## src/rtl/pe_pkg.sv

```systemverilog
package pe_pkg;

  //////////////////////////////////////////////////
  // widths
  //////////////////////////////////////////////////

  // node address, also indexes the instruction store
  localparam int NODE_W = 8;
  // generation (colour) of a token
  localparam int GEN_W = 12;
  localparam int DATA_W = 32;
  localparam int IMM_W = 16;
  // default matching memory index width
  localparam int MM_ADDR_W = 4;

  //////////////////////////////////////////////////
  // opcodes
  //////////////////////////////////////////////////

  typedef enum logic [2:0] {
    OP_ADD  = 3'd0,
    OP_SUB  = 3'd1,
    OP_AND  = 3'd2,
    OP_OR   = 3'd3,
    OP_XOR  = 3'd4,
    OP_MUL  = 3'd5,
    OP_LT   = 3'd6,
    OP_PASS = 3'd7
  } opcode_e;

  //////////////////////////////////////////////////
  // stream payloads
  //////////////////////////////////////////////////

  // lr: 0 left, 1 right
  typedef struct packed {
    logic [NODE_W-1:0] node;
    logic [GEN_W-1:0]  gen;
    logic [DATA_W-1:0] opr;
    logic              lr;
    logic              uni;
  } token_t;

  // fired operands, left always in opr0
  // uni marks a single-operand firing, so execute can swap in the immediate
  typedef struct packed {
    logic [NODE_W-1:0] node;
    logic [GEN_W-1:0]  gen;
    logic              uni;
    logic [DATA_W-1:0] opr0;
    logic [DATA_W-1:0] opr1;
  } pair_t;

  // ext 1 sends the result to the ICN, 0 loops it back
  typedef struct packed {
    opcode_e           op;
    logic [NODE_W-1:0] dest_node;
    logic              dest_lr;
    logic              dest_uni;
    logic              ext;
    logic [IMM_W-1:0]  imm;
  } instr_t;

  typedef struct packed {
    pair_t  pair;
    instr_t instr;
  } fetched_t;

endpackage

```

## src/rtl/firing_match.sv

```systemverilog
`timescale 1ns/1ns
module firing_match #(
  parameter int MM_ADDR_W = pe_pkg::MM_ADDR_W
) (
  input  logic           clk,
  input  logic           rst_n_i,
  input  logic           in_send_i,
  input  pe_pkg::token_t in_tok_i,
  input  logic           out_ack_i,
  output logic           in_ack_o,
  output logic           out_send_o,
  output pe_pkg::pair_t  out_pair_o,
  output logic           overflow_o
);

  localparam int DEPTH = 2 ** MM_ADDR_W;

  // waiting operand, valid bit kept apart
  typedef struct packed {
    logic [pe_pkg::NODE_W-1:0] node;
    logic [pe_pkg::GEN_W-1:0]  gen;
    logic                      lr;
    logic [pe_pkg::DATA_W-1:0] opr;
  } mm_entry_t;

  logic [DEPTH-1:0]     mm_vld;
  mm_entry_t            mm_data [DEPTH];
  logic [MM_ADDR_W-1:0] slot;
  mm_entry_t            entry;
  logic                 hit;
  logic                 fire;
  logic                 take;
  logic                 store;
  pe_pkg::pair_t        pair_d;

  // slot picked by the low gen bits
  assign slot  = in_tok_i.gen[MM_ADDR_W-1:0];
  assign entry = mm_data[slot];

  assign hit = mm_vld[slot] && (entry.node == in_tok_i.node) &&
               (entry.gen == in_tok_i.gen) && (entry.lr != in_tok_i.lr);

  assign in_ack_o = !out_send_o || out_ack_i;
  assign take     = in_send_i && in_ack_o;
  assign fire     = in_tok_i.uni || hit;
  assign store    = take && !in_tok_i.uni && !mm_vld[slot];

  // order operands, left goes to opr0
  always_comb begin
    pair_d.node = in_tok_i.node;
    pair_d.gen  = in_tok_i.gen;
    pair_d.uni  = in_tok_i.uni;
    pair_d.opr0 = in_tok_i.opr;
    pair_d.opr1 = entry.opr;
    if (in_tok_i.uni) begin
      pair_d.opr1 = in_tok_i.opr;
    end else if (in_tok_i.lr) begin
      pair_d.opr0 = entry.opr;
      pair_d.opr1 = in_tok_i.opr;
    end
  end

  //////////////////////////////////////////////////
  // control state
  //////////////////////////////////////////////////

  always_ff @(posedge clk or negedge rst_n_i) begin
    if (!rst_n_i) begin
      out_send_o <= 1'b0;
      mm_vld     <= '0;
      overflow_o <= 1'b0;
    end else begin
      if (take) begin
        // a stored or dropped token leaves the output empty
        out_send_o <= fire;
        if (!in_tok_i.uni) begin
          if (hit) begin
            mm_vld[slot] <= 1'b0;
          end else if (!mm_vld[slot]) begin
            mm_vld[slot] <= 1'b1;
          end else begin
            // slot held by another node or gen, token lost
            overflow_o <= 1'b1;
          end
        end
      end else if (out_ack_i) begin
        out_send_o <= 1'b0;
      end
    end
  end

  always_ff @(posedge clk) begin
    if (take && fire) begin
      out_pair_o <= pair_d;
    end
    if (store) begin
      mm_data[slot] <= '{node: in_tok_i.node, gen: in_tok_i.gen,
                         lr: in_tok_i.lr, opr: in_tok_i.opr};
    end
  end

endmodule

```

## config.mk

```make
export PLATFORM = sky130hd
export DESIGN_NAME = firing_match
export DESIGN_NICKNAME = d
export VERILOG_FILES = /design/src/rtl/pe_pkg.sv /design/src/rtl/firing_match.sv
export SDC_FILE = /design/constraint.sdc
export NUM_CORES = 1
export LEC_CHECK = 0
export ABC_AREA = 1
export BUFFER_PORTS_ARGS = -buffer_cell sky130_fd_sc_hd__buf_2
export CAP_MARGIN = 30
export CORE_UTILIZATION = 50
export CTS_BUF_LIST = sky130_fd_sc_hd__clkbuf_4 sky130_fd_sc_hd__clkbuf_8
export DETAILED_ROUTE_END_ITERATION = 8
export HOLD_SLACK_MARGIN = 0.05
export PLACE_DENSITY_LB_ADDON = 0.05
export SLEW_MARGIN = 0
export SYNTH_ARGS = -nofsm -noshare
export SYNTH_HDL_FRONTEND = slang
export SYNTH_SLANG_ARGS = --single-unit
```

## constraint.sdc

```tcl
create_clock -name clk -period 5.5 [get_ports clk]
set_input_delay 1.1 -clock clk [delete_from_list [all_inputs] [get_ports clk]]
set_output_delay 1.1 -clock clk [all_outputs]
set_load 0.02 [all_outputs]
```

### After elaboration in Yosys (flattened, before gate mapping)

Memories as Yosys holds them, arrays and structs flattened.
Cells that the tools add are included.

* magnitude comparators: 2
* equal/unequal tests: 4
* muxes and demuxes: 13
* bitwise gates (word level): 5
* reductions and logical operators: 16

Operator list (count)
* two-way mux 32 bit: 2
* two-way mux 64 bit: 1
* two-way mux 16 bit: 2
* AND 16 bit: 1
* NOT 16 bit: 1
* bitwise OR 16 bit: 1
* == test 12 bit: 1
* == test 8 bit: 1
* logical AND 1 bit: 8
* two-way mux 1 bit: 6
* less-than comparator 4 x 5 -> 1 bit, second input constant: 1
* binary-select mux 1 bit (select 4 bit): 1
* demux 1 bit (select 4 bit): 1
* greater-or-equal comparator 4 x 1 -> 1 bit, second input constant: 1
* AND reduction 4 bit: 1
* zero test 1 bit: 3
* AND reduction 3 bit: 1
* logical OR 1 bit: 2
* inequality test 2 bit, second input constant: 1
* NOT 1 bit: 2
* nonzero test 2 bit: 1
* inequality test 1 bit: 1

* flip-flop bits (word level): 103
* memory bits (writable): 848
* bits of input ports: 58
* output and inout port bits: 88
* logic and storage cells: 49
* memories: 1

Memory list
* mm_data: words 16, width 53, read ports 1, clocked after memory_dff 0, write ports 1, line firing_match.sv:27 `mm_entry_t mm_data [DEPTH];`

### Logic depth before layout (Yosys ltp)

Gate-level depths: netlist (run 1).

* depth in word-level cells: 7
* gate-level depth with buffers: 22
* gate-level depth less buffers: 18

### Worst setup path before layout (run 1)

Ideal clock, no wire load.

* kind: input-to-reg
* start point: input port in_tok_i[36] in the netlist's numbering
* end point: register out_pair_o[0] in the netlist's numbering, enable pin
* library setup time: 0.558 ns
* arrival: 6.477 ns
* required time: 4.942 ns
* slack: -1.535 ns
* stages: 14
* buffers on the path: 2
* cells stage by stage: buf_2 nand2_1 inv_1 clkbuf_1 nand2_1 nand2_1 nor2_1 nand2_1 nand2_1 nor2_1 nand2_1 nor2_1 nand3_1 a21oi_1

* cells in the longest elaborated chain, start to end: 7
* elaborated cells on any way between the ends: 11
* those cells by class: eq/ne (3); mux (2); reduce/logical (5); memory (1)

RTL lines
* start: declaration: line firing_match.sv:8 `input pe_pkg::token_t in_tok_i,`
* memory (16 x 53 bit) or binary-select mux 1 bit (select 4 bit) (tied branches)
* == test 8 bit or two-way mux 1 bit (tied branches): line firing_match.sv:40 `assign hit = mm_vld[slot] && (entry.node == in_tok_i.node) &&`
* logical AND 1 bit (2 in a row): line firing_match.sv:40
* logical AND 1 bit (*): line firing_match.sv:41 `(entry.gen == in_tok_i.gen) && (entry.lr != in_tok_i.lr);`
* logical OR 1 bit (*): line firing_match.sv:45 `assign fire = in_tok_i.uni || hit;`
* logical AND 1 bit (*): line firing_match.sv:93 `if (take && fire) begin`
* end signal: assignment: line firing_match.sv:94 `out_pair_o <= pair_d;`
* end: declaration: line firing_match.sv:12 `output pe_pkg::pair_t out_pair_o,`

Mark *: on every way between the ends. The rest lies on a longest branch, timed or not. The select of a mux whose other input is x is not followed.
A chain may end at the register's enable or synchronous reset.

### Worst setup path in the final report (run 1)

* start point: input port in_tok_i[34] in the netlist's numbering
* end point: register out_pair_o[6] in the netlist's numbering, enable pin

Same word-level chain as after synthesis.

==> flow_summary_export.csv, run 1 <==
group,metric,value,unit
synthesis,synthDistinctLibCells,25,
clock_network,ctsResizeCount,0,
place,portBuffers,145,
setup_path,critPathMostFrequentCell,"nand2_1",
synthesis,synth-edff-count,933,
synthesis,synthMuxAreaShare,0,%
setup_path,path_cells,"buf_4 > inv_2 > nor2_4 > nand2_1 > nand4_1 > nand2_1 > nand2_1 > o21ai_0 > nand2_1 > nand2_1 > nor2_1 > nand3_1 > a21oi_4 > buf_4",
floorplanning,dieArea,74300,µm²
setup_path,cp-endpoint,"out_pair_o[6]",
synthesis,synthFlopType,"edfxtp_1",
drt,vias_per_cell,5.67,
setup_path,r2r_end,"mm_data[0][38]",
sta,slew_violations,0,
drt,wire_per_inst,23.5,µm
layout,utilization,57.8,%
setup_path,cpPeakStageDelay,0.81,ns
floorplanning,ioPinCount,146,
grt,use_met1,34.7,%
grt,grt_use_met3,4.29,%
sta,hold_viol,0,
drt,routed_wl,93100,µm
place,dpl.hpwl,47100,µm
grt,top_usage_layer,"met2",
floorplanning,rows,98,
synthesis,synth.avg_cell_area,13.7,µm²
synthesis,synth_top_family_by_area,"simple AND/OR/NAND/NOR gates",
clock_network,clock_sinks,951,
layout,nets,2953,
grt,grt_pass1_vias,22214,
synthesis,synthAdderAreaFrac,0,%
synthesis,synth-simple-area-share,11.2,%
drt,drt_iter0_markers,2090,
clock_network,tritoncts,"built",
synthesis,synth_fp_nets,2726,
sta,setup_viol,0,
setup_path,cp_num_cells,14,
setup_path,crit_type,"in2reg",
clock_network,cts_buffers,156,
synthesis,synth_compound_area_share,8.46,%
min_path,worstHoldPathType,"in2async",
clock_network,clk_pin_slew_worst_paths,0.06,ns
floorplanning,core_area,72000,µm²
sta,finalSetupTns,0,ns
power_and_ir_drop,p_per_area,357,nW/µm²
synthesis,postSynth.asyncResetShare,1.89,%
synthesis,syn_inst,2668,
flow_run,maxCapViolations,0,
sta,slew_headroom,31.8,%
sta,period_needed,4.00,ns
run_status,status,"complete, no violations",
layout,area_delta_synth_final,13.7,%
layout,fillCellCount,5766,
setup_path,cp_num_buf_inv,3,
grt,grt_max_degree,121,
floorplanning,die_y,273,µm
sta,tightestPinTransition,1.02,ns
setup_path,startpoint,"in_tok_i[34]",
setup_path,start_kind,"primary input",
synthesis,yosysWarningCount,0,
setup_path,cp-end-kind,"flip-flop",
grt,use_met2,41.6,%
layout,drive_gt1_share,15.9,%
clock_network,cts_max_path_buffers,3,
setup_path,regToRegSetupSlack,2.56,ns
grt,grt_util_all_layers,25.3,%
power_and_ir_drop,ir_worst_vdd,0.190,mV
sta,fin_crit_sh,72.8,%
clock_network,cts_hold_repair.buffers,0,
setup_path,critical_path_required,5.91,ns
clock_network,cts_root_buffer,"clkbuf_8",
grt,grt_pass1_wl,139000,µm
grt,antenna_found_initial,4,
clock_network,postCtsSetupBuffers,0,
synthesis,yosysSeqAreaShare,77.7,%
drt,drc,0,
drt,first_pass_iters,5,
setup_path,ff2ff_path_depth,13,
sta,fin_worst_skew,0.0420,ns
setup_path,cp_slowest_cell,"nor2_4",
layout,finalInstanceArea,41600,µm²
setup_path,cp_max_fo,39,
floorplanning,die_width,273,µm
clock_network,clock_latency,0.80,ns
place,routabilityCongestion,0.768,
drt,dr_total_vias,22478,
sta,max_freq,250,MHz
setup_path,crit_arrival,4.41,ns
setup_path,cpLargestDelayFamily,"simple AND/OR/NAND/NOR gates",
synthesis,synth-seq-cells,951,
place,dpl-instance-area,38700,µm²
drt,ant_nets,0,
clock_network,htree_levels,4,
sta,grt_setup_unrepaired,"no",
floorplanning,initial_core_util,50.9,%
grt,grt_overflow,0,
synthesis,netlist_area,36600,µm²
synthesis,synth_xor_area_share,0,%
power_and_ir_drop,p_leak,15.0,nW
[registers in the layout, indices dropped and copies added (netlist names), named ones only]
signal      cells
out_pair_o     85
out_send_o      1
overflow_o      1
mm_data       848
[area by class of cell]
type | count | area (µm²) | area share (%)
Inverter | 70 | 288 | 0.691
Sequential cell | 951 | 28500 | 68.4
Timing Repair Buffer | 209 | 1490 | 3.58
Antenna cell | 1 | 2.50 | 0.00601
Clock buffer | 220 | 2670 | 6.40
Multi-Input combinational cell | 1507 | 7240 | 17.4
Tap cell | 950 | 1190 | 2.86
Clock inverter | 59 | 294 | 0.706
[cell usage after synthesis (2+ instances only)]
library cell / number / area share, %
a21oi_1: 132 / 1.8
a22oi_1: 262 / 5.4
buf_1: 7 / 0.072
buf_2: 55 / 0.75
buf_4: 3 / 0.062
buf_6: 12 / 0.37
clkbuf_1: 63 / 0.65
clkinv_1: 3 / 0.031
dfrtp_1: 18 / 1.2
edfxtp_1: 933 / 77
inv_1: 64 / 0.66
inv_2: 3 / 0.031
nand2_1: 856 / 8.8
nand3_1: 45 / 0.62
nand4_1: 17 / 0.29
nor2_1: 69 / 0.71
nor2_2: 2 / 0.034
o21ai_0: 70 / 0.96
o21ai_1: 6 / 0.082
o21bai_1: 12 / 0.25
or4_1: 32 / 0.66
[report_power, final]
part	switching [W]	total, W	internal, W
sequential	0.0000395	0.00812	0.00808
combinational	0.000641	0.000875	0.000234
clock	0.00273	0.00586	0.00313
total	0.00341	0.0149	0.0114
[metrics by stage]
stage	power (W)	hold WS (ns)	setup slack (ns)	std cells
after floorplan	0.00878	0.442	0.179	2668
after global placement	0.00913	0.456	0.828	3686
after detailed placement	0.00915	0.463	0.690	3687
after CTS	0.0150	0.251	1.53	3966
after global routing	0.0154	0.280	1.30	3967
final	0.0149	0.286	1.50	3967
[layout by cell type, fill, tap and decap left out, types with 2 or more instances in the layout]
| cell type | netlist | final |
|---|---|---|
| nor2_4 | 1 | 5 |
| nand2_1 | 856 | 855 |
| or4_1 | 32 | 32 |
| o21ai_0 | 70 | 70 |
| dfrtp_1 | 18 | 18 |
| nand4_1 | 17 | 17 |
| inv_2 | 3 | 2 |
| inv_8 | 0 | 4 |
| nor2_2 | 2 | 3 |
| clkinv_1 | 3 | 41 |
| inv_1 | 64 | 48 |
| clkinvlp_4 | 0 | 4 |
| o21bai_1 | 12 | 12 |
| buf_12 | 0 | 21 |
| clkbuf_8 | 0 | 162 |
| buf_4 | 3 | 43 |
| a21oi_1 | 132 | 131 |
| clkinv_2 | 0 | 26 |
| nand2_2 | 1 | 2 |
| nand3_1 | 45 | 45 |
| inv_6 | 0 | 4 |
| nor2_1 | 69 | 64 |
| buf_2 | 55 | 144 |
| clkbuf_4 | 0 | 58 |
| edfxtp_1 | 933 | 933 |
| o21ai_1 | 6 | 6 |
| a22oi_1 | 262 | 262 |
[cell families (layout without fill, tap and decap cells)]
family / Yosys count / in the layout
compound gates: 482 / 482
buf+inv: 210 / 558
flops: 951 / 951
other cells: 0 / 1
simple gates: 1025 / 1025
[how the worst min path moves through the flow]
stage	from	depth (start not counted)	to	slack, ns
floorplan	flip-flop	2	flip-flop	0.44
global placement	flip-flop	2	flip-flop	0.46
detailed placement	flip-flop	2	flip-flop	0.46
CTS	rst_n_i	1	out_send_o	0.25
global route	rst_n_i	1	out_send_o	0.28
finish	rst_n_i	1	out_send_o	0.29
[routing by layer]
metal / share of wire [%] / wire length (µm)
met3: 6.0 / 5560
met2: 49 / 45400
met1: 43 / 40200
met4: 2.0 / 1890
met5: 0.014 / 13
[worst reg2reg max path, delay by kind of cell (launching register included)]
kind / cells / cell delay, ns
buffers and inverters: 4 / 1.33
and+or+nand+nor: 9 / 0.76
DFF: 1 / 0.39
No activity file was read; power rests on OpenSTA's default activity.
==> run 2, diff against run 1 <==
clock period = 4 ns   (was 5.5 ns; I/O delays follow)
==> run 2 against run 1 <==
Global-route usage up 0.35 points. Clock skew shrank 0.016 ns. First-iteration DRC count shrank 8.1%. Design area rose by 1.2%. Sequential share of layout area fell by 0.82 points. Total power up 40%. Via count is essentially flat. Critical path type unchanged. Largest cell class unchanged.
==> flow_summary_export.csv, run 2 (same netlist as run 1, synthesis figures left out) <==
group,metric,value,unit
clock_network,tritoncts,"built",
setup_path,cp_max_fo,62,
clock_network,htree_levels,4,
layout,final_common_cell,"edfxtp_1",
drt,dr_total_vias,22472,
grt,grt_max_degree,130,
clock_network,clk_pin_slew_worst_paths,0.06,ns
power_and_ir_drop,p_leak,15.2,nW
flow_run,maxCapViolations,0,
grt,grt_pass1_wl,140000,µm
sta,fin_crit_sh,80.1,%
setup_path,cp-end-kind,"flip-flop",
sta,finalSetupTns,0,ns
setup_path,crit_arrival,3.67,ns
layout,max_flop_register,"mm_data",
clock_network,postCtsSetupBuffers,0,
sta,setup_viol,0,
min_path,hp-start,"in_tok_i[40]",
sta,tightestPinTransition,0.883,ns
layout,seq_area,28500,µm²
clock_network,cts_root_buffer,"clkbuf_8",
layout,drive_gt1_share,16.4,%
clock_network,clock_sinks,951,
layout,multi_input_area,7240,µm²
layout,fillCellCount,5710,
sta,fin_worst_skew,0.0264,ns
place,portBuffers,145,
setup_path,startpoint,"in_tok_i[34]",
setup_path,crit_type,"in2reg",
power_and_ir_drop,ir_worst_vdd,0.284,mV
sta,slew_violations,0,
drt,drt_iter0_markers,1920,
setup_path,regToRegSetupSlack,1.30,ns
grt,grt_util_all_layers,25.6,%
sta,period_needed,3.20,ns
run_status,status,"complete, no violations",
clock_network,cts_buffers,155,
power_and_ir_drop,p_per_area,493,nW/µm²
sta,hold_viol,0,
setup_path,critical_path_required,4.47,ns
floorplanning,dieArea,74300,µm²
clock_network,clock_latency,0.79,ns
setup_path,r2r_end,"out_pair_o[11]",
place,dpl.hpwl,49300,µm
sta,grt_setup_unrepaired,"no",
drt,wire_per_inst,23.5,µm
layout,nets,2975,
drt,drc,0,
sta,max_freq,312,MHz
floorplanning,initial_core_util,50.9,%
place,routabilityCongestion,0.822,
sta,setup_slack,0.797,ns
setup_path,start_kind,"primary input",
place,place_ws,-0.0137,ns
floorplanning,ioPinCount,146,
grt,antenna_found_initial,5,
setup_path,ff2ff_path_depth,14,
drt,vias_per_cell,5.62,
floorplanning,die_width,273,µm
clock_network,cts_hold_repair.buffers,1,
floorplanning,core_area,72000,µm²
layout,largestRegisters,"mm_data x848, out_pair_o x85",
grt,grt_pass1_vias,22635,
clock_network,ctsResizeCount,0,
setup_path,cp-endpoint,"out_pair_o[11]",
setup_path,regToRegStartpoint,"mm_data[9][46]",
floorplanning,rows,98,
min_path,worstHoldPathType,"in2reg",
sta,slew_headroom,41.0,%
layout,largest_register_ffs,848,
drt,ant_nets,0,
clock_network,cts_max_path_buffers,3,
floorplanning,die_y,273,µm
layout,final_cell_mix,"933 x edfxtp_1, 855 x nand2_1, 262 x a22oi_1",
drt,routed_wl,94000,µm
grt,grt_overflow,0,
drt,first_pass_iters,5,
layout,area_delta_synth_final,15.1,%
run 2: cell count changes in the layout (fill, tap and decap cells not counted), sizes merged:
cell | previous run | this run
bufinv | 0 | 7
clkbuf | 220 | 202
clkinv | 67 | 85
clkinvlp | 4 | 3
dlygate4sd3 | 0 | 1
buf | 209 | 231
run 2: through the flow:
step | cells | total power [W] | hold WS [ns] | util [%] | cell area (µm²)
after floorplan | 2668 | 0.0121 | 0.442 | - | 36600
after global placement | 3709 | 0.0126 | 0.467 | 54.2 | 39000
final | 3996 | 0.0208 | 0.266 | 58.5 | 42100
after global routing | 3996 | 0.0215 | 0.226 | 58.5 | 42100
after detailed placement | 3709 | 0.0126 | 0.467 | 54.2 | 39000
after CTS | 3995 | 0.0210 | 0.184 | 58.5 | 42100
run 2: layout make-up:
class | instances | area share [%]
flip-flops and latches | 951 | 67.6
multi-input cells | 1507 | 17.2
clock buffers | 202 | 5.97
repair buffers | 232 | 4.41
well taps | 950 | 2.82
clock inverters | 83 | 1.38
inverters | 70 | 0.683
diodes | 1 | 0.00594
run 2: how the worst min path moves through the flow:
| stage | end | depth (start not counted) |
|---|---|---|
| floorplan | flip-flop | 2 |
| global placement | flip-flop | 2 |
| detailed placement | flip-flop | 2 |
| CTS | mm_data[2][39] | 1 |
| global route | mm_data[2][39] | 1 |
| finish | mm_data[2][39] | 1 |
run 2: metal layers:
layer,up-vias,part of all wire (%),track usage (%)
li1,10278,-,-
met1,11292,43,35.2
met2,761,49,42.1
met3,137,6.2,4.34
met4,4,2.1,8.00
met5,-,0.030,0
run 2: critical path, cell delays in order:
cell and delay (ns):
buf_4 0.19, inv_2 0.13, buf_12 0.30, buf_12 0.28, nand2_1 0.08, nand2_1 0.07
nand2_1 0.04, nand2_1 0.09, nand2_1 0.06, nand2_1 0.10, nor2_1 0.05, nand2_1 0.07
nand2_1 0.06, nor2_1 0.10, nand2_1 0.06, nor2_1 0.24, nand3_1 0.21, a21oi_4 0.39
buf_12 0.25
run 2: power breakdown:
| group | total, W | internal (W) | leakage [nW] | switching [W] |
|---|---|---|---|---|
| Combinational | 0.00124 | 0.000346 | 4.91 | 0.000890 |
| Sequential | 0.0112 | 0.0111 | 8.65 | 0.0000644 |
| Clock | 0.00837 | 0.00459 | 1.63 | 0.00379 |
