===== src/rtl/pe_pkg.sv =====
package pe_pkg;

  //////////////////////////////////////////////////
  // widths
  //////////////////////////////////////////////////

  // node address, also indexes the instruction store
  localparam int NODE_W = 8;
  // generation (colour) of a token
  localparam int GEN_W = 12;
  localparam int DATA_W = 32;
  localparam int IMM_W = 16;
  // default matching memory index width
  localparam int MM_ADDR_W = 4;

  //////////////////////////////////////////////////
  // opcodes
  //////////////////////////////////////////////////

  typedef enum logic [2:0] {
    OP_ADD  = 3'd0,
    OP_SUB  = 3'd1,
    OP_AND  = 3'd2,
    OP_OR   = 3'd3,
    OP_XOR  = 3'd4,
    OP_MUL  = 3'd5,
    OP_LT   = 3'd6,
    OP_PASS = 3'd7
  } opcode_e;

  //////////////////////////////////////////////////
  // stream payloads
  //////////////////////////////////////////////////

  // lr: 0 left, 1 right
  typedef struct packed {
    logic [NODE_W-1:0] node;
    logic [GEN_W-1:0]  gen;
    logic [DATA_W-1:0] opr;
    logic              lr;
    logic              uni;
  } token_t;

  // fired operands, left always in opr0
  // uni marks a single-operand firing, so execute can swap in the immediate
  typedef struct packed {
    logic [NODE_W-1:0] node;
    logic [GEN_W-1:0]  gen;
    logic              uni;
    logic [DATA_W-1:0] opr0;
    logic [DATA_W-1:0] opr1;
  } pair_t;

  // ext 1 sends the result to the ICN, 0 loops it back
  typedef struct packed {
    opcode_e           op;
    logic [NODE_W-1:0] dest_node;
    logic              dest_lr;
    logic              dest_uni;
    logic              ext;
    logic [IMM_W-1:0]  imm;
  } instr_t;

  typedef struct packed {
    pair_t  pair;
    instr_t instr;
  } fetched_t;

endpackage


===== src/rtl/instr_fetch.sv =====
`timescale 1ns/1ns
module instr_fetch (
  input  logic                      clk,
  input  logic                      rst_n_i,
  input  logic                      in_send_i,
  input  pe_pkg::pair_t             in_pair_i,
  input  pe_pkg::instr_t            rd_instr_i,
  input  logic                      out_ack_i,
  output logic                      in_ack_o,
  output logic [pe_pkg::NODE_W-1:0] rd_node_o,
  output logic                      out_send_o,
  output pe_pkg::fetched_t          out_item_o
);

  logic take;

  // store lookup runs on the incoming pair
  assign rd_node_o = in_pair_i.node;

  assign in_ack_o = !out_send_o || out_ack_i;
  assign take     = in_send_i && in_ack_o;

  always_ff @(posedge clk or negedge rst_n_i) begin
    if (!rst_n_i) begin
      out_send_o <= 1'b0;
    end else if (take) begin
      out_send_o <= 1'b1;
    end else if (out_ack_i) begin
      out_send_o <= 1'b0;
    end
  end

  always_ff @(posedge clk) begin
    if (take) begin
      out_item_o.pair  <= in_pair_i;
      out_item_o.instr <= rd_instr_i;
    end
  end

endmodule


===== config.mk =====
export PLATFORM = sky130hd
export DESIGN_NAME = instr_fetch
export DESIGN_NICKNAME = d
export VERILOG_FILES = /design/src/rtl/pe_pkg.sv /design/src/rtl/instr_fetch.sv
export SDC_FILE = /design/constraint.sdc
export NUM_CORES = 1
export LEC_CHECK = 0
export BUFFER_PORTS_ARGS = -buffer_cell sky130_fd_sc_hd__buf_2
export CAP_MARGIN = 20
export CORE_AREA = 2 2 100 102
export DETAILED_ROUTE_END_ITERATION = 6
export DIE_AREA = 0 0 102 104
export PLACE_DENSITY = 0.74
export SETUP_SLACK_MARGIN = 0.5
export SYNTH_ARGS = -nofsm -noshare
export SYNTH_HDL_FRONTEND = slang
export SYNTH_SLANG_ARGS = --single-unit

===== constraint.sdc =====
create_clock -name clk -period 2.5 [get_ports clk]
set_input_delay 0.125 -clock clk [delete_from_list [all_inputs] [get_ports clk]]
set_output_delay 0.125 -clock clk [all_outputs]
set_load 0.02 [all_outputs]

==> metrics.csv, run 1 <==
metric,value,unit
htree_levels,4,
post_cts_buffers,0,
cts_buffers,17,
firstError,[ERROR RSZ-0060] Max buffer count reached.,
synth_ff_type,edfxtp_1,
cts_sinks,116,
async_flop_share,0.862,%
synth_top_cells_by_area,"edfxtp_1 (97%), buf_4 (1.7%), dfrtp_1 (0.70%), nand2b_4 (0.39%), and2_4 (0.25%)",
ctsHoldBuffers,106,
io_pins,244,
cts_max_path_buffers,2,
syn_nets,246,
globalplace.congestion,0.717,
yosysMostFrequentCell,edfxtp_1,
netlist_area,3570,sq um
hpwl,5650,um
initial_core_util,37.4,%
die_x,102,um
ys_types,6,
cts_resized,0,
failing_step,4_1_cts,
synth_common_cells,"edfxtp_1 (115), buf_4 (8)",
synth_top_area_share,96.8,%
synth-edff-count,115,
die_h,104,um
cts_root_buffer,clkbuf_8,
synth_cells,127,
status,did not finish,
rows,36,
ys_seq_area_share,97.5,%
portBuffers,243,
yosys_warnings,0,
synth.largest_area_cell,edfxtp_1,
synth_area_per_cell,28.1,sq um
ys_ff_latch,116,
per-stage QoR:
step	instance area [sq um]	utilization [%]	setup slack [ns]	instances
global placement	4930	51.6	1.09	497
floorplan	3570	-	0.604	127
detailed placement	4930	51.6	1.05	497
cells by family after synthesis:
kind of cell | count (synthesis) | share of synthesized area, %
buf+inv | 8 | 1.68
simple gates | 3 | 0.807
flops | 116 | 97.5
==> inputs of run 2 (changes only) <==
--- a/config.mk
+++ b/config.mk
@@ -7,11 +7,10 @@
 export LEC_CHECK = 0
 export BUFFER_PORTS_ARGS = -buffer_cell sky130_fd_sc_hd__buf_2
 export CAP_MARGIN = 20
-export CORE_AREA = 2 2 100 102
+export CORE_AREA = 2 2 128 130
 export DETAILED_ROUTE_END_ITERATION = 6
-export DIE_AREA = 0 0 102 104
-export PLACE_DENSITY = 0.74
-export SETUP_SLACK_MARGIN = 0.5
+export DIE_AREA = 0 0 130 132
+export PLACE_DENSITY_LB_ADDON = 0.15
 export SYNTH_ARGS = -nofsm -noshare
 export SYNTH_HDL_FRONTEND = slang
 export SYNTH_SLANG_ARGS = --single-unit
==> run 2 against run 1 <==
Against the previous run: the run now ends clean; synthesized area stayed put; synthesized cell count unchanged.
==> metrics.csv, run 2 <==
metric,value,unit
fillers,1446,
post_cts_buffers,0,
vdd_ir_drop_max,0.436,mV
htree_levels,4,
synth_top_area_share,96.8,%
critPathArrivalTime,1.67,ns
grt_pass1_vias,2937,
cts_max_path_buffers,2,
coreArea,15700,sq um
synth_top_family_by_area,buffers and inverters,
fin_setup_tns,0,ns
area_delta_synth_final,89.7,%
crit_path_start_kind,register,
synth_ff_type,edfxtp_1,
worstPathRequired,2.60,ns
clk_latency,0.41,ns
synth_mux_area_share,0,%
p_sw,1.17,mW
drive_above_1_share,53.8,%
regMostFlops,out_item_o,
power_density,748,nW/um^2
slew_violations,0,
combPwrFrac,11.0,%
synthSimpleGateAreaFrac,0.807,%
switching_share,23.1,%
via_count,2641,
nets,621,
synth_area_per_cell,28.1,sq um
end_kind,register,
drt_wl_total,10200,um
grt_pass1_wl,15300,um
layout_worst_path_cycle_share,62.7,%
die_area,17200,sq um
cp_slowest_stage_delay,0.43,ns
max_slew.worst_pin.slew,0.452,ns
grt_use_total,12.3,%
rows,46,
holdCritPathClass,in -> async,
layout_common_cells,"buf_2 (243), dlygate4sd3_1 (118), edfxtp_1 (115), clkbuf_16 (17)",
async_flop_share,0.862,%
ant_nets,0,
worstPathCellList,"nand2b_4, and2_4, buf_4",
regToRegStartpoint,out_send_o$_DFFE_PN0P_,
synth_compound_area_share,0,%
grt_max_degree,41,
synth_top_cells_by_area,"edfxtp_1 (97%), buf_4 (1.7%), dfrtp_1 (0.70%), nand2b_4 (0.39%), and2_4 (0.25%)",
ys_ff_latch,116,
clock_skew,0.00646,ns
yosysMostFrequentCell,edfxtp_1,
cp_num_buf_inv,1,
die_x,130,um
synth-edff-count,115,
hpwl,6850,um
drt_pass1_iterations,4,
seq_power_share,45.4,%
internal_power,3.89,mW
layout_commonest_cell,buf_2,
min_period,1.57,ns
io_pins,244,
drt_iter0_markers,108,
largest_reg_flops,115,
synth_common_cells,"edfxtp_1 (115), buf_4 (8)",
netlist_area,3570,sq um
clock.fmax,638,MHz
setup_violations,0,
overflow,0,
globalplace.congestion,0.713,
slew_headroom,69.9,%
cts_root_buffer,clkbuf_16,
crit_family,simple AND/OR/NAND/NOR gates,
yosys.area_share.xor_xnor,0,%
synth_cells,127,
cts_sinks,116,
initial_core_util,22.7,%
wl_per_cell,13.9,um
insertedDiodeCount,0,
critical_path.max_fanout,31,
finalHoldViolations,0,
leakage,2.85,nW
p_clk_share,43.6,%
vias_per_cell,3.61,
portBuffers,243,
crit_type,reg -> reg,
rsz0062_at_grt,false,
antenna_found_initial,0,
status,completed,
cts_tree,yes,
synth.largest_area_cell,edfxtp_1,
hold_ws,0.0271,ns
cts_buffers,17,
syn_nets,246,
cp_slowest_cell,and2_4,
crit_start,out_send_o$_DFFE_PN0P_,
drc,0,
synth_fa_ha_area_share,0,%
die_h,132,um
ys_seq_area_share,97.5,%
ys_types,6,
clk_pin_slew,0.05,ns
max-cap-violations,0,
yosys_warnings,0,
reg.largest.list,"out_item_o x115, out_send_o x1",
run 2: cell counts after synthesis:
No cell type changed its count.
run 2: path summary, 6_finish.rpt:
check                           slack [ns]  depth (start not counted)                   endpoint
min in group clk                      0.42                          2   out_item_o[70]$_DFFE_PP_
worst min register to register        0.96                          2   out_item_o[50]$_DFFE_PP_
max in group asynchronous             2.39                          2     out_send_o$_DFFE_PN0P_
worst max register to register        0.93                          3  out_item_o[106]$_DFFE_PP_
worst max-delay path                  0.93                          3  out_item_o[106]$_DFFE_PP_
worst min-delay path                  0.03                          2     out_send_o$_DFFE_PN0P_
run 2: logic make-up after synthesis:
group / Yosys count
and+or+nand+nor: 3
DFF: 116
buffers and inverters: 8
run 2: area by class of cell:
type                    count  area (sq um)  area share, %
clock buffers              18           429           6.34
clock inverters            14           114           1.68
multi-input cells           3          28.8          0.425
flip-flops and latches    116          3480           51.4
well taps                 216           270           3.99
repair buffers            364          2440           36.1
run 2: worst register-to-register path, stage by stage (launching register included):
cell	delay, ns
dfrtp_1	0.40
nand2b_4	0.08
and2_4	0.43
buf_4	0.34
run 2: timing repair:
item | CTS | global route
hold buffers | 118 | 0
resized for setup | 0 | 0
hold endpoints to repair | 117 | 0
run 2: power groups by stage:
stage	Combinational (mW)	Sequential [mW]	Clock, mW
2_1_floorplan	0.0583	2.47	0
3_3_place_gp	0.414	2.33	0
3_5_place_dp	0.416	2.33	0
4_1_cts	0.560	2.30	2.28
5_1_grt	0.597	2.30	2.37
6_report	0.557	2.30	2.21
run 2: routing by layer:
metal  track usage [%]  part of all wire (%)  vias up
li1                  -                     -     1258
met1              12.0                    35     1217
met2              20.4                    52      149
met3              7.39                    10       17
met4              6.21                   2.5        0
met5                 0                     0        -
run 2: per-stage QoR:
step / util (%) / cell area [sq um] / instances / setup WS, ns / total power [mW]
3_3_place_gp: 32.1 / 5040 / 581 / 0.942 / 2.75
4_1_cts: 43.1 / 6770 / 731 / 0.924 / 5.14
5_1_grt: 43.1 / 6770 / 731 / 0.841 / 5.28
3_5_place_dp: 32.1 / 5040 / 581 / 0.927 / 2.75
6_report: 43.1 / 6770 / 731 / 0.932 / 5.06
2_1_floorplan: - / 3570 / 127 / 0.604 / 2.53
Note: power is estimated with default switching activity, not from simulation.
==> inputs of run 3 (changes only) <==
==> constraint.sdc (replaced) <==
create_clock -name clk -period 1.3 [get_ports clk]
set_input_delay 0.065 -clock clk [delete_from_list [all_inputs] [get_ports clk]]
set_output_delay 0.065 -clock clk [all_outputs]
set_load 0.02 [all_outputs]
==> run 3 against run 2 <==
Against the previous run: clock power increased by 96%; worst setup slack lost 0.91 ns; critical path depth stayed put; cell count grew 0.68%; routed wire length increased by 3.3%; first-iteration DRC count down 52%; clock-buffer cell count unchanged; via count is 2.1% higher; largest cell class unchanged.
==> metrics.csv, run 3 (synthesis gave the netlist of run 2 again) <==
metric,value,unit
critPathArrivalTime,1.39,ns
max-cap-violations,0,
drc,0,
grt_use_total,12.3,%
cts_buffers,17,
ant_nets,0,
htree_levels,4,
max_slew.worst_pin.slew,0.183,ns
area_delta_synth_final,93.0,%
rsz0062_at_grt,true,
crit_start,out_send_o$_DFFE_PN0P_,
drt_wl_total,10500,um
cp_num_buf_inv,1,
r2r_end,out_item_o[105]$_DFFE_PP_,
slew_headroom,87.8,%
largest_reg_flops,115,
min_period,1.28,ns
regToRegStartpoint,out_send_o$_DFFE_PN0P_,
die_area,17200,sq um
io_pins,244,
antenna_found_initial,0,
coreArea,15700,sq um
cp_slowest_stage_delay,0.42,ns
initial_core_util,22.7,%
clk_latency,0.40,ns
portBuffers,243,
layout_commonest_cell,buf_2,
vias_per_cell,3.66,
crit_family,flip-flops,
cts_sinks,116,
die_h,132,um
finalHoldViolations,0,
clock_skew,0.00797,ns
vdd_ir_drop_max,0.781,mV
total_power,9.87,mW
slew_violations,0,
grt_pass1_vias,3064,
setup_violations,0,
endpoint,out_item_o[105]$_DFFE_PP_,
grt_pass1_wl,15500,um
regMostFlops,out_item_o,
power_density,1430,nW/um^2
critical_path.max_fanout,18,
drive_above_1_share,54.4,%
layout_common_cells,"buf_2 (243), dlygate4sd3_1 (119), edfxtp_1 (115), clkbuf_16 (19), clkinv_2 (4)",
drt_iter0_markers,52,
r2r_slack,0.02,ns
worstPathRequired,1.41,ns
reg.largest.list,"out_item_o x115, out_send_o x1",
via_count,2696,
worstPathCellList,"nand2b_4, and2_4, clkbuf_16",
crit_type,reg -> reg,
overflow,0,
holdCritPathClass,in -> reg,
leakage,2.91,nW
die_x,130,um
wl_per_cell,14.3,um
end_kind,register,
clk_pin_slew,0.06,ns
hpwl,7060,um
finish.utilization,43.8,%
cts_max_path_buffers,2,
insertedDiodeCount,0,
rows,46,
drt_pass1_iterations,4,
cts_tree,yes,
clock.fmax,782,MHz
cp_num_cells,3,
globalplace.congestion,0.718,
cts_root_buffer,clkbuf_16,
nets,629,
r2r_cells,3,
grt_max_degree,37,
crit_path_start_kind,register,
status,completed,
layout_worst_path_cycle_share,98.4,%
cp_slowest_cell,dfrtp_2,
==> run 3: worst min-delay path by stage <==
stage,start,to,slack (ns),cells after the start
after CTS,in_pair_i[13],out_item_o[43]$_DFFE_PP_,0.34,2
after global placement,rst_n_i,out_send_o$_DFFE_PN0P_,-0.16,1
after floorplan,rst_n_i,out_send_o$_DFFE_PN0P_,-0.23,0
after global routing,rd_instr_i[18],out_item_o[18]$_DFFE_PP_,0.34,2
after detailed placement,rst_n_i,out_send_o$_DFFE_PN0P_,-0.16,1
final,in_pair_i[13],out_item_o[43]$_DFFE_PP_,0.36,2
==> run 3: repair_timing <==
| item | in CTS | in global routing |
|---|---|---|
| hold buffers | 119 | 0 |
| gates cloned | 0 | 3 |
| setup buffers | 0 | 0 |
| gates resized for setup | 0 | 2 |
| hold endpoints to repair | 117 | 0 |
| endpoints found under the setup margin | 36 | 92 |
==> run 3: final cells by class <==
type,count,area (sq um)
Clock buffer,18,429
Clock inverter,11,115
Fill cell,1400,8830
Multi-Input combinational cell,4,36.3
Sequential cell,116,3480
Tap cell,216,270
Timing Repair Buffer,371,2550
==> run 3: metrics by stage <==
| step | setup slack [ns] | std cells | hold slack, ns | area [sq um] | setup TNS (ns) |
|---|---|---|---|---|---|
| floorplan | -0.561 | 127 | -0.231 | 3570 | -64.47 |
| global placement | 0.000229 | 585 | -0.159 | 5080 | 0 |
| detailed placement | -0.00850 | 585 | -0.159 | 5080 | -0.184 |
| CTS | -0.0257 | 733 | 0.338 | 6820 | -0.612 |
| global route | -0.0217 | 736 | 0.342 | 6890 | -0.327 |
| finish | 0.0212 | 736 | 0.358 | 6890 | 0 |
==> run 3: routing by layer <==
layer  vias up  global-route usage, %  wire length [um]  part of all wire [%]
li1       1270                      -                 -                     -
met1      1256                   11.4              3590                    34
met5         -                      0                 0                     0
met2       149                   21.5              5650                    54
met3        21                   6.29               943                   9.0
met4         0                   6.93               317                   3.0
==> run 3: report_power, final <==
part / total [mW] / internal [mW] / leakage [nW] / switching (mW)
clock: 4.33 / 2.76 / 0.261 / 1.57
sequential: 4.42 / 4.37 / 1.11 / 0.0491
combinational: 1.12 / 0.554 / 1.54 / 0.570
total: 9.87 / 7.68 / 2.91 / 2.19
==> inputs of run 4 (changes only) <==
--- a/config.mk
+++ b/config.mk
@@ -8,6 +8,7 @@
 export BUFFER_PORTS_ARGS = -buffer_cell sky130_fd_sc_hd__buf_2
 export CAP_MARGIN = 20
 export CORE_AREA = 2 2 128 130
+export CTS_BUF_LIST = sky130_fd_sc_hd__clkbuf_8
 export DETAILED_ROUTE_END_ITERATION = 6
 export DIE_AREA = 0 0 130 132
 export PLACE_DENSITY_LB_ADDON = 0.15
==> constraint.sdc (replaced) <==
create_clock -name clk -period 1.1 [get_ports clk]
set_input_delay 0.055 -clock clk [delete_from_list [all_inputs] [get_ports clk]]
set_output_delay 0.055 -clock clk [all_outputs]
set_load 0.02 [all_outputs]
==> run 4 against run 3 <==
Against the previous run: the run now ends with setup timing left; flip-flop and latch count unchanged; worst setup slack got worse by 0.22 ns; die area unchanged; utilization decreased by 0.23 points; clock skew decreased by 0.00054 ns; non-clock buffer count increased by 5; largest power group unchanged.
==> metrics.csv, run 4 (synthesis gave the netlist of run 2 again) <==
metric,value,unit
status,finished with violations,
violations,setup timing,
pre_cts_ws,-0.214,ns
crit_type,reg -> reg,
clk_latency,0.43,ns
vdd_ir_drop_max,0.779,mV
power_density,1480,nW/um^2
final_cells,743,
cp_num_cells,4,
nets,633,
worst_slack,-0.201,ns
drt_pass1_iterations,4,
insertedDiodeCount,0,
grt_max_degree,34,
place_inst,585,
layout_worst_path_cycle_share,118,%
regToRegStartpoint,out_send_o$_DFFE_PN0P_,
antenna_found_initial,0,
hold_ws,0.0119,ns
critPathArrivalTime,1.43,ns
endpoint,out_item_o[9]$_DFFE_PP_,
clock_skew,0.00743,ns
rows,46,
cts_root_buffer,clkbuf_8,
leakage,2.88,nW
max-cap-violations,0,
reg.largest.list,"out_item_o x115, out_send_o x1",
drt_iter0_markers,37,
hpwl,7040,um
cp_num_buf_inv,2,
htree_levels,4,
die_x,130,um
via_count,2721,
die_area,17200,sq um
clock.fmax,769,MHz
crit_path_start_kind,register,
max_slew.worst_pin.slew,0.199,ns
wl_per_cell,14.5,um
crit_top_cell,buf_12,
vias_per_cell,3.66,
worstPathRequired,1.23,ns
layout_commonest_cell,buf_2,
overflow,0,
crit_family,flip-flops,
total_power,10.1,mW
drc,0,
die_h,132,um
layout_common_cells,"buf_2 (227), dlygate4sd3_1 (118), edfxtp_1 (115), buf_6 (18), clkbuf_8 (17)",
grt_pass1_wl,16200,um
fin_setup_tns,-19.30,ns
slew_headroom,86.7,%
end_kind,register,
clk_pin_slew,0.07,ns
crit_start,out_send_o$_DFFE_PN0P_,
finalHoldViolations,0,
ctsHoldBuffers,118,
largest_reg_flops,115,
cp_slowest_cell,dfrtp_2,
worstPathCellList,"nand2b_4, and2_4, buf_12, buf_12",
ant_nets,0,
seqCellArea,3480,sq um
drt_wl_total,10800,um
initial_core_util,22.7,%
regMostFlops,out_item_o,
area_delta_synth_final,92.0,%
drive_above_1_share,54.6,%
globalplace.congestion,0.713,
r2r_slack,-0.20,ns
grt_pass1_vias,3093,
r2r_cells,4,
dpl_cell_area,5080,sq um
io_pins,244,
cts_sinks,116,
cts_max_path_buffers,2,
portBuffers,243,
coreArea,15700,sq um
multi_input_area,28.8,sq um
holdCritPathClass,in -> reg,
fillers,1432,
critical_path.max_fanout,18,
finish.utilization,43.6,%
setup_violations,117,
cts_tree,yes,
rsz0062_at_grt,true,
grt_use_total,12.9,%
cts_buffers,17,
cp_slowest_stage_delay,0.43,ns
r2r_end,out_item_o[9]$_DFFE_PP_,
slew_violations,0,
min_period,1.30,ns
design_area,6850,sq um
[run 4: cell types whose count changed in the layout (fill, tap and decap cells not counted), moves of 3 or more]
cell | previous run | this run
buf_2 | 243 | 227
buf_4 | 2 | 6
buf_6 | 2 | 18
clkbuf_16 | 19 | 0
clkbuf_8 | 0 | 17
clkinv_1 | 1 | 4
clkinv_2 | 4 | 1
clkinvlp_4 | 3 | 6
[run 4: what timing repair did]
action | 4_1_cts | 5_1_grt
gates resized for setup | 12 | 27
setup buffers | 5 | 1
hold endpoints to repair | 117 | 1
cloned | 2 | 0
pin swaps | 1 | 1
setup endpoints to repair | 119 | 132
[run 4: routing by layer]
| metal | GRT usage [%] | vias to the layer above | routed length, um |
|---|---|---|---|
| met2 | 22.5 | 138 | 5720 |
| met1 | 12.7 | 1292 | 3930 |
| met5 | 0 | - | 0 |
| met3 | 6.66 | 13 | 942 |
| li1 | - | 1278 | - |
| met4 | 5.14 | 0 | 176 |
[run 4: layout make-up]
class                      instances  share of cell area (%)
multi-input combinational          3                   0.420
clock inverter                    15                    1.70
clock buffer                      17                    3.42
tap                              216                    3.95
timing repair buffer             376                    39.7
sequential                       116                    50.8
[run 4: worst min-delay path by stage]
stage               depth (start not counted)  slack (ns)                     end  startpoint
floorplan                                   0       -0.24  out_send_o$_DFFE_PN0P_     rst_n_i
global placement                            1       -0.17  out_send_o$_DFFE_PN0P_     rst_n_i
detailed placement                          1       -0.17  out_send_o$_DFFE_PN0P_     rst_n_i
CTS                                         4       -0.03  out_send_o$_DFFE_PN0P_   out_ack_i
global route                                4      -0.004  out_send_o$_DFFE_PN0P_   out_ack_i
finish                                      4        0.01  out_send_o$_DFFE_PN0P_   out_ack_i
[run 4: worst register-to-register path, cell delays in order (launching register included)]
cell      delay (ns)
dfrtp_2         0.43
nand2b_4        0.07
and2_4          0.21
buf_12          0.13
buf_12          0.15
[run 4: power by group]
| group | switching (mW) | internal (mW) | total (mW) |
|---|---|---|---|
| Clock | 1.75 | 1.75 | 3.50 |
| Sequential | 0.0686 | 5.15 | 5.22 |
| Combinational | 0.686 | 0.722 | 1.41 |
| Total | 2.51 | 7.62 | 10.1 |
